## src/cpu16_defs.svh

```systemverilog
`ifndef CPU16_DEFS_SVH
`define CPU16_DEFS_SVH

// Word and address sizes
`define CPU16_DATA_W 16
`define CPU16_ADDR_W 8
`define CPU16_NREGS  8

// Instruction fields
`define CPU16_OP_MSB 15
`define CPU16_OP_LSB 11
`define CPU16_R1_LSB 8
`define CPU16_R2_LSB 4
`define CPU16_R3_LSB 0

`endif

```

## src/cpu16_pkg.sv

```systemverilog
`default_nettype none

`include "cpu16_defs.svh"

package cpu16_pkg;

    typedef logic [`CPU16_DATA_W-1:0] word_t;
    typedef logic [`CPU16_ADDR_W-1:0] addr_t;
    typedef logic [$clog2(`CPU16_NREGS)-1:0] reg_idx_t;

    typedef enum logic [4:0] {
        // Data transfer and arithmetic
        NOP  = 5'b00000, HALT = 5'b00001, LOAD = 5'b00010, STORE = 5'b00011,
        LDIH = 5'b10000, ADD  = 5'b01000, ADDI = 5'b01001, ADDC  = 5'b10001,
        SUB  = 5'b01010, SUBI = 5'b01011, SUBC = 5'b10010, CMP   = 5'b01100,
        // Logical and shift
        AND  = 5'b01101, OR   = 5'b01110, XOR  = 5'b01111,
        SLL  = 5'b00100, SLA  = 5'b00101, SRL  = 5'b00110, SRA   = 5'b00111,
        // Control
        JUMP = 5'b11000, JMPR = 5'b11001, BZ   = 5'b11010, BNZ   = 5'b11011,
        BN   = 5'b11100, BNN  = 5'b11101, BC   = 5'b11110, BNC   = 5'b11111,
        // Inverted logical
        NOR  = 5'b10101, NXOR = 5'b10110, NAND = 5'b10111
    } opcode_t;

    typedef enum logic {
        RUN_IDLE = 1'b0,
        RUN_EXEC = 1'b1
    } run_state_t;

    function automatic opcode_t ir_op(word_t ir);
        return opcode_t'(ir[`CPU16_OP_MSB:`CPU16_OP_LSB]);
    endfunction

    function automatic reg_idx_t ir_reg(word_t ir, int unsigned lsb);
        return ir[lsb +: $bits(reg_idx_t)];
    endfunction

    // Classes that commit r1 to the register file
    function automatic logic writes_reg(opcode_t op);
        return !(op inside {NOP, HALT, STORE, CMP, JUMP, JMPR, BZ, BNZ, BN, BNN, BC, BNC});
    endfunction

    // r1 is the A operand, 8-bit immediate in B
    function automatic logic r1_based(opcode_t op);
        return op inside {LDIH, ADDI, SUBI, JMPR, BZ, BNZ, BN, BNN, BC, BNC};
    endfunction

    function automatic logic reg_reg(opcode_t op);
        return op inside {ADD, ADDC, SUB, SUBC, CMP, AND, OR, XOR, NOR, NXOR, NAND};
    endfunction

endpackage

`default_nettype wire

```

## src/cpu16_alu.sv

```systemverilog
`timescale 1ns/1ps
`default_nettype none

module cpu16_alu
    import cpu16_pkg::*;
(
    input  wire opcode_t i_op,
    input  wire word_t   i_a,
    input  wire word_t   i_b,
    input  wire          i_carry,
    output word_t        o_result,
    output logic         o_carry
);

    always_comb
    begin
        o_result = '0;
        o_carry  = 1'b0;
        case (i_op)
            // Address sums
            LOAD, STORE, JMPR, BZ, BNZ, BN, BNN, BC, BNC:
                o_result = i_a + i_b;
            LDIH:
                o_result = i_a + {i_b[7:0], 8'h00};

            // Carry out is bit 16 of the sum, borrow for subtracts
            ADD, ADDI:
                {o_carry, o_result} = i_a + i_b;
            ADDC:
                {o_carry, o_result} = i_a + i_b + i_carry;
            SUB, SUBI, CMP:
                {o_carry, o_result} = i_a - i_b;
            SUBC:
                {o_carry, o_result} = i_a - i_b - i_carry;

            AND:
                o_result = i_a & i_b;
            OR:
                o_result = i_a | i_b;
            XOR:
                o_result = i_a ^ i_b;
            NAND:
                o_result = ~(i_a & i_b);
            NOR:
                o_result = ~(i_a | i_b);
            NXOR:
                o_result = ~(i_a ^ i_b);

            SLL:
                o_result = i_a << i_b;
            SRL:
                o_result = i_a >> i_b;
            SLA:
                o_result = $signed(i_a) <<< i_b;
            SRA:
                o_result = $signed(i_a) >>> i_b;

            JUMP:
                o_result = i_b;
            default:
                o_result = '0;
        endcase
    end

endmodule

`default_nettype wire

```

## src/cpu16_decode.sv

```systemverilog
`timescale 1ns/1ps
`default_nettype none

`include "cpu16_defs.svh"

module cpu16_decode
    import cpu16_pkg::*;
(
    input  wire                       i_clock,
    input  wire                       i_reset_n,
    input  wire                       i_exec,
    input  wire                       i_branch,
    input  wire word_t                i_id_ir,
    input  wire word_t                i_ex_result,
    input  wire word_t                i_mem_ir,
    input  wire word_t                i_mem_result,
    input  wire word_t                i_d_data,
    input  wire word_t                i_wb_ir,
    input  wire word_t                i_wb_value,
    input  wire word_t [`CPU16_NREGS-1:0] i_regs,
    output word_t                     o_ex_ir,
    output word_t                     o_reg_a,
    output word_t                     o_reg_b,
    output word_t                     o_store_data
);

    opcode_t  id_op;
    reg_idx_t id_r1;
    reg_idx_t id_r2;
    reg_idx_t id_r3;
    word_t    a_next;
    word_t    b_next;
    word_t    sd_next;

    // Youngest producer of a register wins
    function automatic word_t fwd(reg_idx_t src);
        word_t value;
        if (writes_reg(ir_op(o_ex_ir)) && ir_reg(o_ex_ir, `CPU16_R1_LSB) == src)
            value = i_ex_result;
        else if (writes_reg(ir_op(i_mem_ir)) && ir_reg(i_mem_ir, `CPU16_R1_LSB) == src)
            value = (ir_op(i_mem_ir) == LOAD) ? i_d_data : i_mem_result;
        else if (writes_reg(ir_op(i_wb_ir)) && ir_reg(i_wb_ir, `CPU16_R1_LSB) == src)
            value = i_wb_value;
        else
            value = i_regs[src];
        return value;
    endfunction

    assign id_op = ir_op(i_id_ir);
    assign id_r1 = ir_reg(i_id_ir, `CPU16_R1_LSB);
    assign id_r2 = ir_reg(i_id_ir, `CPU16_R2_LSB);
    assign id_r3 = ir_reg(i_id_ir, `CPU16_R3_LSB);

    //////////////////////////////////////////////////
    // Operand selection
    //////////////////////////////////////////////////

    always_comb
    begin
        a_next  = fwd(r1_based(id_op) ? id_r1 : id_r2);
        sd_next = '0;

        // Short immediate below the r2 field
        if (id_op inside {LOAD, STORE, SLL, SRL, SLA, SRA})
            b_next = word_t'(i_id_ir[`CPU16_R2_LSB-1:0]);
        // Byte immediate below the r1 field
        else if (r1_based(id_op) || id_op == JUMP)
            b_next = word_t'(i_id_ir[`CPU16_R1_LSB-1:0]);
        else
            b_next = fwd(id_r3);

        if (id_op == STORE)
            sd_next = fwd(id_r1);
    end

    //////////////////////////////////////////////////
    // Execute stage registers
    //////////////////////////////////////////////////

    always_ff @(posedge i_clock or negedge i_reset_n)
    begin
        if (!i_reset_n)
            o_ex_ir <= '0;
        else if (i_exec)
            o_ex_ir <= i_branch ? '0 : i_id_ir;
    end

    always_ff @(posedge i_clock)
    begin
        if (i_exec)
        begin
            o_reg_a      <= a_next;
            o_reg_b      <= b_next;
            o_store_data <= sd_next;
        end
    end

    // Unused codes sit between SUBC and NOR
    a_known_op: assert property (@(posedge i_clock) disable iff (!i_reset_n)
        i_exec |=> !$isunknown(o_ex_ir)
            && !(o_ex_ir[`CPU16_OP_MSB:`CPU16_OP_LSB] inside {[SUBC + 1 : NOR - 1]}));

endmodule

`default_nettype wire

```

## src/cpu16_execute.sv

```systemverilog
`timescale 1ns/1ps
`default_nettype none

module cpu16_execute
    import cpu16_pkg::*;
(
    input  wire        i_clock,
    input  wire        i_reset_n,
    input  wire        i_exec,
    input  wire word_t i_ex_ir,
    input  wire word_t i_reg_a,
    input  wire word_t i_reg_b,
    input  wire word_t i_store_data,
    output word_t      o_ex_result,
    output word_t      o_mem_ir,
    output word_t      o_mem_result,
    output word_t      o_d_wdata,
    output logic       o_d_we,
    output logic       o_zero,
    output logic       o_negative,
    output logic       o_branch
);

    opcode_t ex_op;
    opcode_t mem_op;
    logic    carry;
    logic    alu_carry;

    assign ex_op  = ir_op(i_ex_ir);
    assign mem_op = ir_op(o_mem_ir);

    cpu16_alu u_alu (
        .i_op     (ex_op),
        .i_a      (i_reg_a),
        .i_b      (i_reg_b),
        .i_carry  (carry),
        .o_result (o_ex_result),
        .o_carry  (alu_carry)
    );

    // Branch resolved in the memory stage
    always_comb
    begin
        case (mem_op)
            BZ:         o_branch = o_zero;
            BNZ:        o_branch = !o_zero;
            BN:         o_branch = o_negative;
            BNN:        o_branch = !o_negative;
            BC:         o_branch = carry;
            BNC:        o_branch = !carry;
            JUMP, JMPR: o_branch = 1'b1;
            default:    o_branch = 1'b0;
        endcase
    end

    always_ff @(posedge i_clock or negedge i_reset_n)
    begin
        if (!i_reset_n)
        begin
            o_mem_ir   <= '0;
            o_d_we     <= 1'b0;
            o_zero     <= 1'b0;
            o_negative <= 1'b0;
            carry      <= 1'b0;
        end
        else if (i_exec)
        begin
            o_mem_ir <= o_branch ? '0 : i_ex_ir;
            o_d_we   <= (ex_op == STORE) && !o_branch;
            // Squashed instruction leaves the flags alone
            if (!o_branch)
            begin
                if (ex_op inside {LDIH, ADD, ADDI, ADDC, SUB, SUBI, SUBC, CMP})
                begin
                    o_zero     <= (o_ex_result == '0);
                    o_negative <= o_ex_result[$bits(word_t)-1];
                end
                if (ex_op inside {ADD, ADDI, ADDC, SUB, SUBI, SUBC, CMP})
                    carry <= alu_carry;
            end
        end
    end

    always_ff @(posedge i_clock)
    begin
        if (i_exec)
        begin
            o_mem_result <= o_ex_result;
            o_d_wdata    <= i_store_data;
        end
    end

endmodule

`default_nettype wire

```

## src/cpu16_fetch.sv

```systemverilog
`timescale 1ns/1ps
`default_nettype none

`include "cpu16_defs.svh"

module cpu16_fetch
    import cpu16_pkg::*;
(
    input  wire        i_clock,
    input  wire        i_reset_n,
    input  wire        i_enable,
    input  wire        i_start,
    input  wire word_t i_i_data,
    input  wire        i_branch,
    input  wire addr_t i_branch_target,
    input  wire        i_halt,
    output logic       o_exec,
    output logic       o_running,
    output addr_t      o_pc,
    output word_t      o_id_ir
);

    run_state_t state;
    run_state_t state_next;
    opcode_t    in_op;
    reg_idx_t   ld_r1;
    logic       load_use;

    //////////////////////////////////////////////////
    // Run control
    //////////////////////////////////////////////////

    always_comb
    begin
        state_next = state;
        case (state)
            RUN_IDLE:
                if (i_enable && i_start)
                    state_next = RUN_EXEC;
            RUN_EXEC:
                if (!i_enable || i_halt)
                    state_next = RUN_IDLE;
        endcase
    end

    always_ff @(posedge i_clock or negedge i_reset_n)
    begin
        if (!i_reset_n)
            state <= RUN_IDLE;
        else
            state <= state_next;
    end

    assign o_exec    = (state == RUN_EXEC);
    assign o_running = (state == RUN_EXEC);

    //////////////////////////////////////////////////
    // Load-use hazard and instruction fetch
    //////////////////////////////////////////////////

    assign in_op = ir_op(i_i_data);
    assign ld_r1 = ir_reg(o_id_ir, `CPU16_R1_LSB);

    // r2 compared for every class, a spare stall is harmless
    assign load_use = (ir_op(o_id_ir) == LOAD)
        && ((((in_op == STORE) || r1_based(in_op)) && ir_reg(i_i_data, `CPU16_R1_LSB) == ld_r1)
            || (reg_reg(in_op) && ir_reg(i_i_data, `CPU16_R3_LSB) == ld_r1)
            || (ir_reg(i_i_data, `CPU16_R2_LSB) == ld_r1));

    always_ff @(posedge i_clock or negedge i_reset_n)
    begin
        if (!i_reset_n)
        begin
            o_pc    <= '0;
            o_id_ir <= '0;
        end
        else if (o_exec)
        begin
            if (i_branch)
            begin
                o_pc    <= i_branch_target;
                o_id_ir <= '0;
            end
            else if (load_use)
                o_id_ir <= '0;
            else
            begin
                o_pc    <= o_pc + 1'b1;
                o_id_ir <= i_i_data;
            end
        end
    end

    // Fetch stops once halt or enable low has taken the core to idle
    a_pc_idle: assert property (@(posedge i_clock) disable iff (!i_reset_n)
        $past(o_exec && (i_halt || !i_enable)) |=> $stable(o_pc));

endmodule

`default_nettype wire

```

## src/cpu16_top.sv

```systemverilog
`timescale 1ns/1ps
`default_nettype none

`include "cpu16_defs.svh"

module cpu16_top
    import cpu16_pkg::*;
(
    input  wire        i_clock,
    input  wire        i_reset_n,
    input  wire        i_enable,
    input  wire        i_start,
    input  wire [3:0]  i_select_y,
    input  wire word_t i_i_data,
    input  wire word_t i_d_data,
    output addr_t      o_i_addr,
    output addr_t      o_d_addr,
    output word_t      o_d_wdata,
    output logic       o_d_we,
    output word_t      o_y,
    output logic       o_running
);

    logic  exec;
    logic  branch;
    logic  halt;
    logic  zero;
    logic  negative;
    word_t id_ir;
    word_t ex_ir;
    word_t mem_ir;
    word_t wb_ir;
    word_t reg_a;
    word_t reg_b;
    word_t store_data;
    word_t ex_result;
    word_t mem_result;
    word_t wb_value;
    word_t [`CPU16_NREGS-1:0] regs;

    // Memory-stage result doubles as data address and branch target
    assign o_d_addr = mem_result[`CPU16_ADDR_W-1:0];

    cpu16_fetch u_fetch (
        .i_clock         (i_clock),
        .i_reset_n       (i_reset_n),
        .i_enable        (i_enable),
        .i_start         (i_start),
        .i_i_data        (i_i_data),
        .i_branch        (branch),
        .i_branch_target (mem_result[`CPU16_ADDR_W-1:0]),
        .i_halt          (halt),
        .o_exec          (exec),
        .o_running       (o_running),
        .o_pc            (o_i_addr),
        .o_id_ir         (id_ir)
    );

    cpu16_decode u_decode (
        .i_clock      (i_clock),
        .i_reset_n    (i_reset_n),
        .i_exec       (exec),
        .i_branch     (branch),
        .i_id_ir      (id_ir),
        .i_ex_result  (ex_result),
        .i_mem_ir     (mem_ir),
        .i_mem_result (mem_result),
        .i_d_data     (i_d_data),
        .i_wb_ir      (wb_ir),
        .i_wb_value   (wb_value),
        .i_regs       (regs),
        .o_ex_ir      (ex_ir),
        .o_reg_a      (reg_a),
        .o_reg_b      (reg_b),
        .o_store_data (store_data)
    );

    cpu16_execute u_execute (
        .i_clock      (i_clock),
        .i_reset_n    (i_reset_n),
        .i_exec       (exec),
        .i_ex_ir      (ex_ir),
        .i_reg_a      (reg_a),
        .i_reg_b      (reg_b),
        .i_store_data (store_data),
        .o_ex_result  (ex_result),
        .o_mem_ir     (mem_ir),
        .o_mem_result (mem_result),
        .o_d_wdata    (o_d_wdata),
        .o_d_we       (o_d_we),
        .o_zero       (zero),
        .o_negative   (negative),
        .o_branch     (branch)
    );

    cpu16_writeback u_writeback (
        .i_clock      (i_clock),
        .i_reset_n    (i_reset_n),
        .i_exec       (exec),
        .i_branch     (branch),
        .i_mem_ir     (mem_ir),
        .i_mem_result (mem_result),
        .i_d_data     (i_d_data),
        .i_select_y   (i_select_y),
        .i_reg_a      (reg_a),
        .i_reg_b      (reg_b),
        .i_store_data (store_data),
        .i_id_ir      (id_ir),
        .i_d_we       (o_d_we),
        .i_zero       (zero),
        .i_negative   (negative),
        .i_pc         (o_i_addr),
        .o_wb_ir      (wb_ir),
        .o_wb_value   (wb_value),
        .o_regs       (regs),
        .o_halt       (halt),
        .o_y          (o_y)
    );

endmodule

`default_nettype wire

```

## src/cpu16_writeback.sv

```systemverilog
`timescale 1ns/1ps
`default_nettype none

`include "cpu16_defs.svh"

module cpu16_writeback
    import cpu16_pkg::*;
(
    input  wire                  i_clock,
    input  wire                  i_reset_n,
    input  wire                  i_exec,
    input  wire                  i_branch,
    input  wire word_t           i_mem_ir,
    input  wire word_t           i_mem_result,
    input  wire word_t           i_d_data,
    input  wire [3:0]            i_select_y,
    input  wire word_t           i_reg_a,
    input  wire word_t           i_reg_b,
    input  wire word_t           i_store_data,
    input  wire word_t           i_id_ir,
    input  wire                  i_d_we,
    input  wire                  i_zero,
    input  wire                  i_negative,
    input  wire addr_t           i_pc,
    output word_t                o_wb_ir,
    output word_t                o_wb_value,
    output word_t [`CPU16_NREGS-1:0] o_regs,
    output logic                 o_halt,
    output word_t                o_y
);

    word_t status;

    //////////////////////////////////////////////////
    // Writeback register and register file
    //////////////////////////////////////////////////

    always_ff @(posedge i_clock or negedge i_reset_n)
    begin
        if (!i_reset_n)
        begin
            o_wb_ir <= '0;
            o_regs  <= '0;
        end
        else if (i_exec)
        begin
            o_wb_ir <= i_branch ? '0 : i_mem_ir;
            if (writes_reg(ir_op(o_wb_ir)))
                o_regs[ir_reg(o_wb_ir, `CPU16_R1_LSB)] <= o_wb_value;
        end
    end

    always_ff @(posedge i_clock)
    begin
        if (i_exec)
            o_wb_value <= (ir_op(i_mem_ir) == LOAD) ? i_d_data : i_mem_result;
    end

    assign o_halt = (ir_op(o_wb_ir) == HALT);

    //////////////////////////////////////////////////
    // Debug read-out
    //////////////////////////////////////////////////

    assign status = {3'b000, i_d_we, 2'b00, i_zero, i_negative, i_pc};

    always_comb
    begin
        case (i_select_y)
            4'd1, 4'd2, 4'd3, 4'd4, 4'd5, 4'd6, 4'd7:
                o_y = o_regs[i_select_y[2:0]];
            4'd8:    o_y = i_reg_a;
            4'd9:    o_y = i_reg_b;
            4'd11:   o_y = i_mem_result;
            4'd12:   o_y = o_wb_value;
            4'd13:   o_y = i_store_data;
            4'd14:   o_y = i_id_ir;
            default: o_y = status;
        endcase
    end

    // A HALT in writeback commits nothing
    a_rf_exec_only: assert property (@(posedge i_clock) disable iff (!i_reset_n)
        o_halt |=> $stable(o_regs));

endmodule

`default_nettype wire

```

## config.mk

```make
export PLATFORM = sky130hd
export DESIGN_NAME = cpu16_top
export DESIGN_NICKNAME = d
export VERILOG_FILES = /design/src/cpu16_pkg.sv /design/src/cpu16_alu.sv /design/src/cpu16_decode.sv /design/src/cpu16_execute.sv /design/src/cpu16_fetch.sv /design/src/cpu16_top.sv /design/src/cpu16_writeback.sv
export VERILOG_INCLUDE_DIRS = /design/src /design/src/src
export SDC_FILE = /design/constraint.sdc
export NUM_CORES = 1
export LEC_CHECK = 0
export ABC_AREA = 1
export BUFFER_PORTS_ARGS = -buffer_cell sky130_fd_sc_hd__buf_2
export CORE_ASPECT_RATIO = 1.1
export CORE_UTILIZATION = 30
export DETAILED_ROUTE_END_ITERATION = 6
export SLEW_MARGIN = 20
export SYNTH_ARGS = -nofsm -noshare
export SYNTH_HDL_FRONTEND = slang
export SYNTH_SLANG_ARGS = --single-unit
export TNS_END_PERCENT = 20
```

## constraint.sdc

```tcl
create_clock -name i_clock -period 6.57 [get_ports i_clock]
set_clock_uncertainty 0.15 [all_clocks]
set_input_delay 0.9855 -clock i_clock [delete_from_list [all_inputs] [get_ports i_clock]]
set_output_delay 0.9855 -clock i_clock [all_outputs]
set_load 0.03 [all_outputs]
```

Word-level counts from Yosys, hierarchy flattened
Index checks and enable logic that the tools add are counted.
- bits in registers: 301
- bits of input ports: 40
- $add $sub $neg: 7
- $lt $le $gt $ge: 6
- equality and inequality tests: 117
- shift operators: 4
- mux-type cells: 38
- bitwise gates (word level): 9
- reductions and logical operators: 51
- operators with widths (cell ; number):
    2-to-1 mux 16 bit ; 20
    case mux 16 bit (17 select lines) ; 1
    equality test 5 bit, second input constant ; 52
    binary-select mux 16 bit (select 3 bit) ; 4
    bitwise mux 128 bit ; 1
    case mux 16 bit (7 select lines) ; 1
    equality test 5 x 4 -> 1 bit, second input constant ; 20
    demux 16 bit (select 3 bit) ; 1
    inverter 16 bit ; 3
    equality test 5 x 2 -> 1 bit, second input constant ; 8
    equality test 5 x 3 -> 1 bit, second input constant ; 8
    equality test 3 bit ; 12
    nonzero test 12 bit ; 3
    adder 16 bit ; 2
    equality test 4 bit, second input constant ; 6
    2-to-1 mux 8 bit ; 3
    less-than comparator 3 x 4 -> 1 bit, second input constant ; 5
    nonzero test 10 bit ; 2
    adder 16 x 16 -> 17 bit ; 1
    adder 17 x 1 -> 17 bit ; 1
    subtractor 16 x 16 -> 17 bit ; 1
    subtractor 17 x 1 -> 17 bit ; 1
    AND 16 bit ; 1
    equality test 4 x 3 -> 1 bit, second input constant ; 4
    34 further kinds ; 71

Longest topological paths before layout
Gate-level depths: netlist of run 1.
- depth after elaboration: 9
- depth in mapped cells: 26
- mapped depth without buffers: 23

Modules after synthesis
From an unflattened synthesis of run 1, not the netlist that was laid out.
- cells, all modules: 4398
- area, all modules: 27373.8 sq um
- modules (own cells, without submodules) (module ; instances ; cells an instance ; area an instance (sq um)):
    cpu16_writeback ; 1 ; 1201 ; 8703.3
    cpu16_decode ; 1 ; 1484 ; 8345.5
    cpu16_alu ; 1 ; 1347 ; 6891.6
    cpu16_execute ; 1 ; 172 ; 1985.7
    cpu16_fetch ; 1 ; 194 ; 1447.6

Least setup slack after synthesis of run 1
Ideal clock, no wire load.
- kind: reg2reg
- start point: register u_fetch.state, in the netlist u_fetch.o_exec
- end point: register u_writeback.o_regs[105] in the netlist's numbering
- setup time: 134 ps
- data arrival time: 3950 ps
- setup slack: 2337 ps
- stages on the path, launching flop included: 7
- clock period less this slack: 4233 ps
- path through: dfrtp_1 > inv_1 > nor2_1 > nand4_1 > clkbuf_1 > nand2_1 > o21ai_0
- longest elaborated chain between the ends: 1
- RTL lines (item ; line ; text):
    from (decl) ; cpu16_fetch.sv:23 ; run_state_t state;
    from (signal assigned) ; cpu16_fetch.sv:51 ; state <= state_next;
    AND reduction 2 bit (no line) ; -- ;
    to (signal, indexed assignment) ; cpu16_writeback.sv:49 ; o_regs[ir_reg(o_wb_ir, `CPU16_R1_LSB)] <= o_wb_value;
    to (decl) ; cpu16_writeback.sv:27 ; output word_t [`CPU16_NREGS-1:0] o_regs,
Every way passes these cells.
A chain may end at the register's enable or synchronous reset.

Final worst setup path of run 1
- start point: input i_select_y[2]
- end point: output o_y[12]
- longest elaborated chain between the ends: 3
- elaborated cells on any way between the ends: 17
- RTL lines (item ; line ; text):
    from (decl) ; cpu16_top.sv:13 ; input wire [3:0] i_select_y,
    binary-select mux 16 bit (select 3 bit), or another cell as far along ; cpu16_writeback.sv:71 ; o_y = o_regs[i_select_y[2:0]];
    2-to-1 mux 16 bit (implied by the code) / OR reduction 7 bit (equally long branches) ; cpu16_writeback.sv:71, cpu16_writeback.sv:69 ;
    case mux 16 bit (7 select lines) * ; cpu16_writeback.sv:69 ; case (i_select_y)
    to (decl) ; cpu16_top.sv:20 ; output word_t o_y,
Mark *: on every way between the ends. The rest lies on a longest branch, timed or not. The select of a mux whose other input is x is not followed.

==> impl_metrics.ini, run 1 <==
[clock_tree]
cts_root_buf = clkbuf_16
path_clk_slew_ns = 0.06
hold_buffers = 0
cts_setup_buffers = 0
clk_path_buf_depth = 3
cts_buffers = 29
tritoncts = yes
cts_sinks = 277
clk-insertion-delay-late_ns = 0.59
h-tree-depth = 1
cts_resized = 0

[routing]
ant_nets = 0
wirelength_um = 106400
drtIter0Drc = 3473
vias_per_cell = 5.696
drc = 0
drt-wirelength-per-cell_um = 22.91
wl_met3_um = 9028
dr_wl_met2_um = 48470
drt_pass1_iterations = 6
wl_met1_um = 41570
top_layer_used = met5
vias = 26440

[die]
initial_core_util = 0.3035
die_height_um = 298.3
dieArea_um2 = 80960
die_w_um = 271.4
core_um2 = 78920
row_count = 108
io_pins = 90

[setup_path]
path_class = in2out
max_stage_delay_ns = 0.71
cp.required_ns = 5.43
end_kind = primary output
worstSetupStartpointType = input port
cp_common_cell = buf_2
critical-path-top-delay-family = buffers and inverters
worst_path_max_delay_cell = o2111ai_1
crit_chain = buf_2 -> nor2_1 -> nand2_1 -> buf_4 -> nand4_1 -> a21oi_1 -> clkinv_1 -> o2111ai_1 -> buf_2
cp_max_fo = 21
cp_num_buf_inv = 4
worstPathArrival_ns = 3.88

[layout]
syn2layout_area_growth_pct = 8.887
layout_common_cells = nand2_1 (852), o21ai_0 (503), inv_1 (359)
fin_nets = 3683
final_common_cell = nand2_1
stdcell_count = 4642
finalInstanceArea_um2 = 26080
antenna_cells = 0
final_util = 0.3304
drive_gt1_frac = 0.08479

[global_routing]
grt.overflow.total = 0
grt_max_degree = 95
grt_antenna_before_repair = 4
grt_usage = 0.2530
grt_pass1_vias = 24350
grt_first_pass_wirelength_um = 157000

[synth]
syn_area_um2 = 23950
yosysWarnings = 0
synth_edf_count = 96
syn_area_per_cell_um2 = 6.608
ys_seq_area_frac = 0.3095
syn-instance-count = 3624
synth_cell_types = 60
synth-seq-cells = 277
synth_nets = 3731
synth_ff_type = dfrtp_1
synthArstFlopShare = 0.6534

[timing]
final.min_clock_period_ns = 5.016
setup_viol = 0
rsz0062_at_grt = false
timing.final.crit_share = 0.7634
fmax_mhz = 199.4
hold_viol = 0
hold_slack_ns = 0.2825
max_slew.worst_pin.slew_ns = 1.092
report.final.slew_viol_count = 0
slew_headroom = 0.2702
fin_tns_setup_ns = 0
setup_slack_ns = 1.554

[pwr]
irDropWorstVdd_uv = 227.8
power_mw = 15.21
powerDensity_nw_per_um2 = 583.2
p_leak_nw = 11.45

[hold_path]
worstHoldPathType = in2async

[placement]
pre_cts_slack_ns = 1.798
io_buffer_count = 89
dpl.hpwl_um = 78160
gp_congestion = 1.082
placed_area_um2 = 25150
dp.cells = 4590

[status]
outcome = finished clean

[run]
cap_viol_max_count = 0
[synthesized netlist by cell type, types with 24 or more instances]
| library cell | count | share of area |
|---|---|---|
| nor2_1 | 250 | 0.039 |
| o22ai_1 | 146 | 0.038 |
| xor2_1 | 24 | 0.0088 |
| inv_1 | 359 | 0.056 |
| dfrtp_1 | 181 | 0.19 |
| clkbuf_1 | 132 | 0.021 |
| a21oi_1 | 158 | 0.033 |
| nand2_2 | 25 | 0.0065 |
| buf_1 | 24 | 0.0038 |
| nand3_1 | 307 | 0.064 |
| nor2_2 | 26 | 0.0068 |
| nand2_1 | 852 | 0.13 |
| a31oi_1 | 36 | 0.0094 |
| edfxtp_1 | 96 | 0.12 |
| buf_2 | 46 | 0.0096 |
| o21ai_0 | 503 | 0.11 |
| ha_1 | 64 | 0.033 |
| o211ai_1 | 113 | 0.035 |
| nand4_1 | 58 | 0.015 |
[power by group]
part / switching, mW / internal [mW]
Combinational: 7.21 / 2.86
Clock: 0.746 / 0.926
Sequential: 0.898 / 2.57
[final timing paths]
check / slack, ns / cells after the start / startpoint / endpoint
max reg2reg: 1.87 / 19 / u_decode.o_reg_b[3] / u_decode.o_store_data[14]
max in group asynchronous: 4.72 / 2 / i_reset_n / u_fetch.o_id_ir[8]
min in group i_clock: 0.32 / 0 / u_decode.o_store_data[3] / u_execute.o_d_wdata[3]
max: 1.55 / 9 / i_select_y[2] / o_y[12]
min reg2reg: 0.32 / 0 / u_decode.o_store_data[3] / u_execute.o_d_wdata[3]
min: 0.28 / 1 / i_reset_n / u_writeback.o_regs[115]
[registers in the layout (all words and copies together) (netlist names), 8 cells and up]
signal                  count
u_decode.o_reg_a           16
u_execute.o_d_wdata        16
u_decode.o_store_data      16
u_writeback.o_wb_ir         8
u_execute.o_mem_ir          8
u_fetch.o_pc                8
u_decode.o_ex_ir            8
u_execute.o_mem_result     16
u_writeback.o_wb_value     16
u_writeback.o_regs        128
u_fetch.o_id_ir            16
u_decode.o_reg_b           16
[logic make-up after synthesis]
| logic type | count (synthesis) | share of synthesized area |
|---|---|---|
| AND/OR/NAND/NOR | 1574 | 0.2823 |
| AO/OA/AOI/OAI | 1051 | 0.2530 |
| buffers and inverters | 614 | 0.1041 |
| flip-flops | 277 | 0.3095 |
| adder cells (fa/ha/maj) | 67 | 0.03595 |
| XOR/XNOR | 40 | 0.01463 |
| multiplexers | 1 | 0.0004180 |
[per-layer routing]
metal,track usage,up-vias
li1,-,12310
met1,0.3213,12340
met2,0.4113,1443
met3,0.02918,345
met4,0.1525,2
met5,0,-
[cell type report]
cell class,count,area [um2]
clock buffer,35,783.3
clock inverter,17,146.4
fill,8631,52840
inverter,385,1445
multi-input combinational,2733,14060
sequential,277,7423
tap,1045,1308
timing repair buffer,150,912.1
Power figures use the tool's default switching activity.
==> inputs of run 2 (changes only) <==
==> constraint.sdc (replaced) <==
create_clock -name i_clock -period 4.7 [get_ports i_clock]
set_clock_uncertainty 0.15 [all_clocks]
set_input_delay 0.705 -clock i_clock [delete_from_list [all_inputs] [get_ports i_clock]]
set_output_delay 0.705 -clock i_clock [all_outputs]
set_load 0.03 [all_outputs]
==> run 2 against run 1 <==
  * The flow now finishes with violations (negative hold slack)
  * Critical path depth grew 10
  * Routed wire length grew 1.8%
  * Register-to-register slack got worse by 1.3 ns
  * Non-clock buffer count rose by 35
  * Flip-flop and latch count unchanged
  * Hold slack got worse by 0.30 ns
  * Core utilization rose by 0.55 points
  * Worst setup slack got worse by 0.94 ns
  * Via count up 0.29%
  * Sequential share of layout area is 0.47 points lower
  * Critical path type is now reg2reg
==> impl_metrics.ini, run 2 (synthesized netlist as in run 1, its figures left out) <==
[status]
outcome = finished, violations left
failed_checks = negative hold slack

[routing]
wirelength_um = 108300
drt-wirelength-per-cell_um = 23.12
vias_per_cell = 5.662
vias = 26520
drc = 0
ant_nets = 0
drtIter0Drc = 3218
drt_pass1_iterations = 7

[timing]
final.min_clock_period_ns = 4.089
slew_headroom = 0.3559
max_slew.worst_pin.slew_ns = 0.9626
fmax_mhz = 244.5
report.final.slew_viol_count = 0
rsz0062_at_grt = false
timing.final.crit_share = 0.8701
hold_slack_ns = -0.01570
fin_tns_setup_ns = 0
hold_viol = 13
setup_viol = 0

[setup_path]
path_class = reg2reg
worstPathArrival_ns = 4.46
worstSetupStartpointType = flip-flop
cp_max_fo = 12
end_kind = flip-flop
cp.required_ns = 5.07

[pwr]
powerDensity_nw_per_um2 = 816.8
irDropWorstVdd_uv = 347.9
p_leak_nw = 11.71

[die]
row_count = 108
io_pins = 90
initial_core_util = 0.3035
dieArea_um2 = 80960
die_w_um = 271.4
core_um2 = 78920
die_height_um = 298.3

[layout]
multi_input_area_um2 = 14060
layout_common_cells = nand2_1 (852), o21ai_0 (503), inv_1 (359)
fin_nets = 3720
largest_register_ffs = 128
final_common_cell = nand2_1
register_area_um2 = 7423
final_util = 0.3360
syn2layout_area_growth_pct = 10.71
largest-register = u_writeback.o_regs
fill_cells = 8648
finalInstanceArea_um2 = 26510
drive_gt1_frac = 0.09596

[run]
cap_viol_max_count = 0

[global_routing]
grt_antenna_before_repair = 5
grt_usage = 0.2580
grt_pass1_vias = 24540
grt_max_degree = 111
grt_first_pass_wirelength_um = 159000
grt.overflow.total = 0

[clock_tree]
hold_buffers = 0
h-tree-depth = 1
cts_buffers = 31
cts_root_buf = clkbuf_16
cts_setup_buffers = 0
tritoncts = yes
clk-insertion-delay-late_ns = 0.60
cts_sinks = 277
path_clk_slew_ns = 0.07
cts_resized = 0
clk_path_buf_depth = 3

[placement]
io_buffer_count = 89
gp_congestion = 1.031
placed_area_um2 = 25430
dpl.hpwl_um = 81850

[hold_path]
worstHoldPathType = in2async
==> run 2: cell count changes in the layout (fill, tap and decap cells not counted), sizes merged <==
cell      before  now
clkinv        16   14
diode          0    1
buf          149  184
inv          380  386
clkbuf        36   40
clkinvlp       4    1
==> run 2: critical path, cell delays in order, from the launching register on <==
cell and delay (ns):
edfxtp_1 0.58, ha_1 0.41, fa_1 0.55, nand3_1 0.18, nand2_2 0.11, nand2_1 0.07
nand2_1 0.13, nor2_1 0.18, nand3_2 0.16, nor2_2 0.20, o21ai_0 0.13, nand2_1 0.15
nand2_1 0.06, nor2_1 0.13, nand2_1 0.18, nor2_1 0.15, nand2_1 0.05, nor2_1 0.24
nand3_1 0.12, nand2_1 0.07
==> run 2: final timing paths <==
kind                                          start                     end  slack [ns]  depth (start not counted)
max                             u_decode.o_reg_b[0]        u_execute.o_zero        0.61                         19
min                                       i_reset_n  u_writeback.o_regs[35]       -0.02                          1
min in group i_clock                        i_start          u_fetch.o_exec        0.20                          3
max in group asynchronous                 i_reset_n      u_fetch.o_id_ir[8]        3.38                          2
max reg2reg                     u_decode.o_reg_b[0]        u_execute.o_zero        0.61                         19
min reg2reg                u_decode.o_store_data[8]  u_execute.o_d_wdata[8]        0.30                          0
==> run 2: metal layers <==
metal	part of all wire	routed length, um	vias up	GRT usage
met1	0.38	41260	12420	0.3127
met4	0.080	8707	0	0.1786
met5	0	0	-	0
met3	0.074	8025	334	0.03063
li1	-	-	12410	-
met2	0.46	50270	1355	0.4261
==> run 2: layout make-up <==
| cell class | count | share of cell area |
|---|---|---|
| clock buffers | 39 | 0.03393 |
| flip-flops and latches | 277 | 0.2800 |
| diodes | 1 | 0.00009438 |
| well taps | 1045 | 0.04932 |
| repair buffers | 185 | 0.04526 |
| multi-input cells | 2733 | 0.5303 |
| inverters | 385 | 0.05451 |
| clock inverters | 18 | 0.006654 |
==> run 2: stage by stage <==
| stage | total power, mW | hold slack (ns) | setup slack (ns) | std cells |
|---|---|---|---|---|
| floorplan | 14.11 | 0.2594 | 0.4666 | 3624 |
| global placement | 18.62 | 0.2884 | 0.7509 | 4625 |
| detailed placement | 18.61 | 0.2822 | 0.7074 | 4625 |
| CTS | 21.26 | 0.001409 | 0.6903 | 4682 |
| global route | 23.12 | 0.01935 | 0.3583 | 4682 |
| finish | 21.66 | -0.01570 | 0.6105 | 4683 |
==> run 2: where the power goes <==
| group | switching [mW] | internal [mW] |
|---|---|---|
| sequential | 1.16 | 3.60 |
| combinational | 10.1 | 4.15 |
| clock | 1.13 | 1.48 |
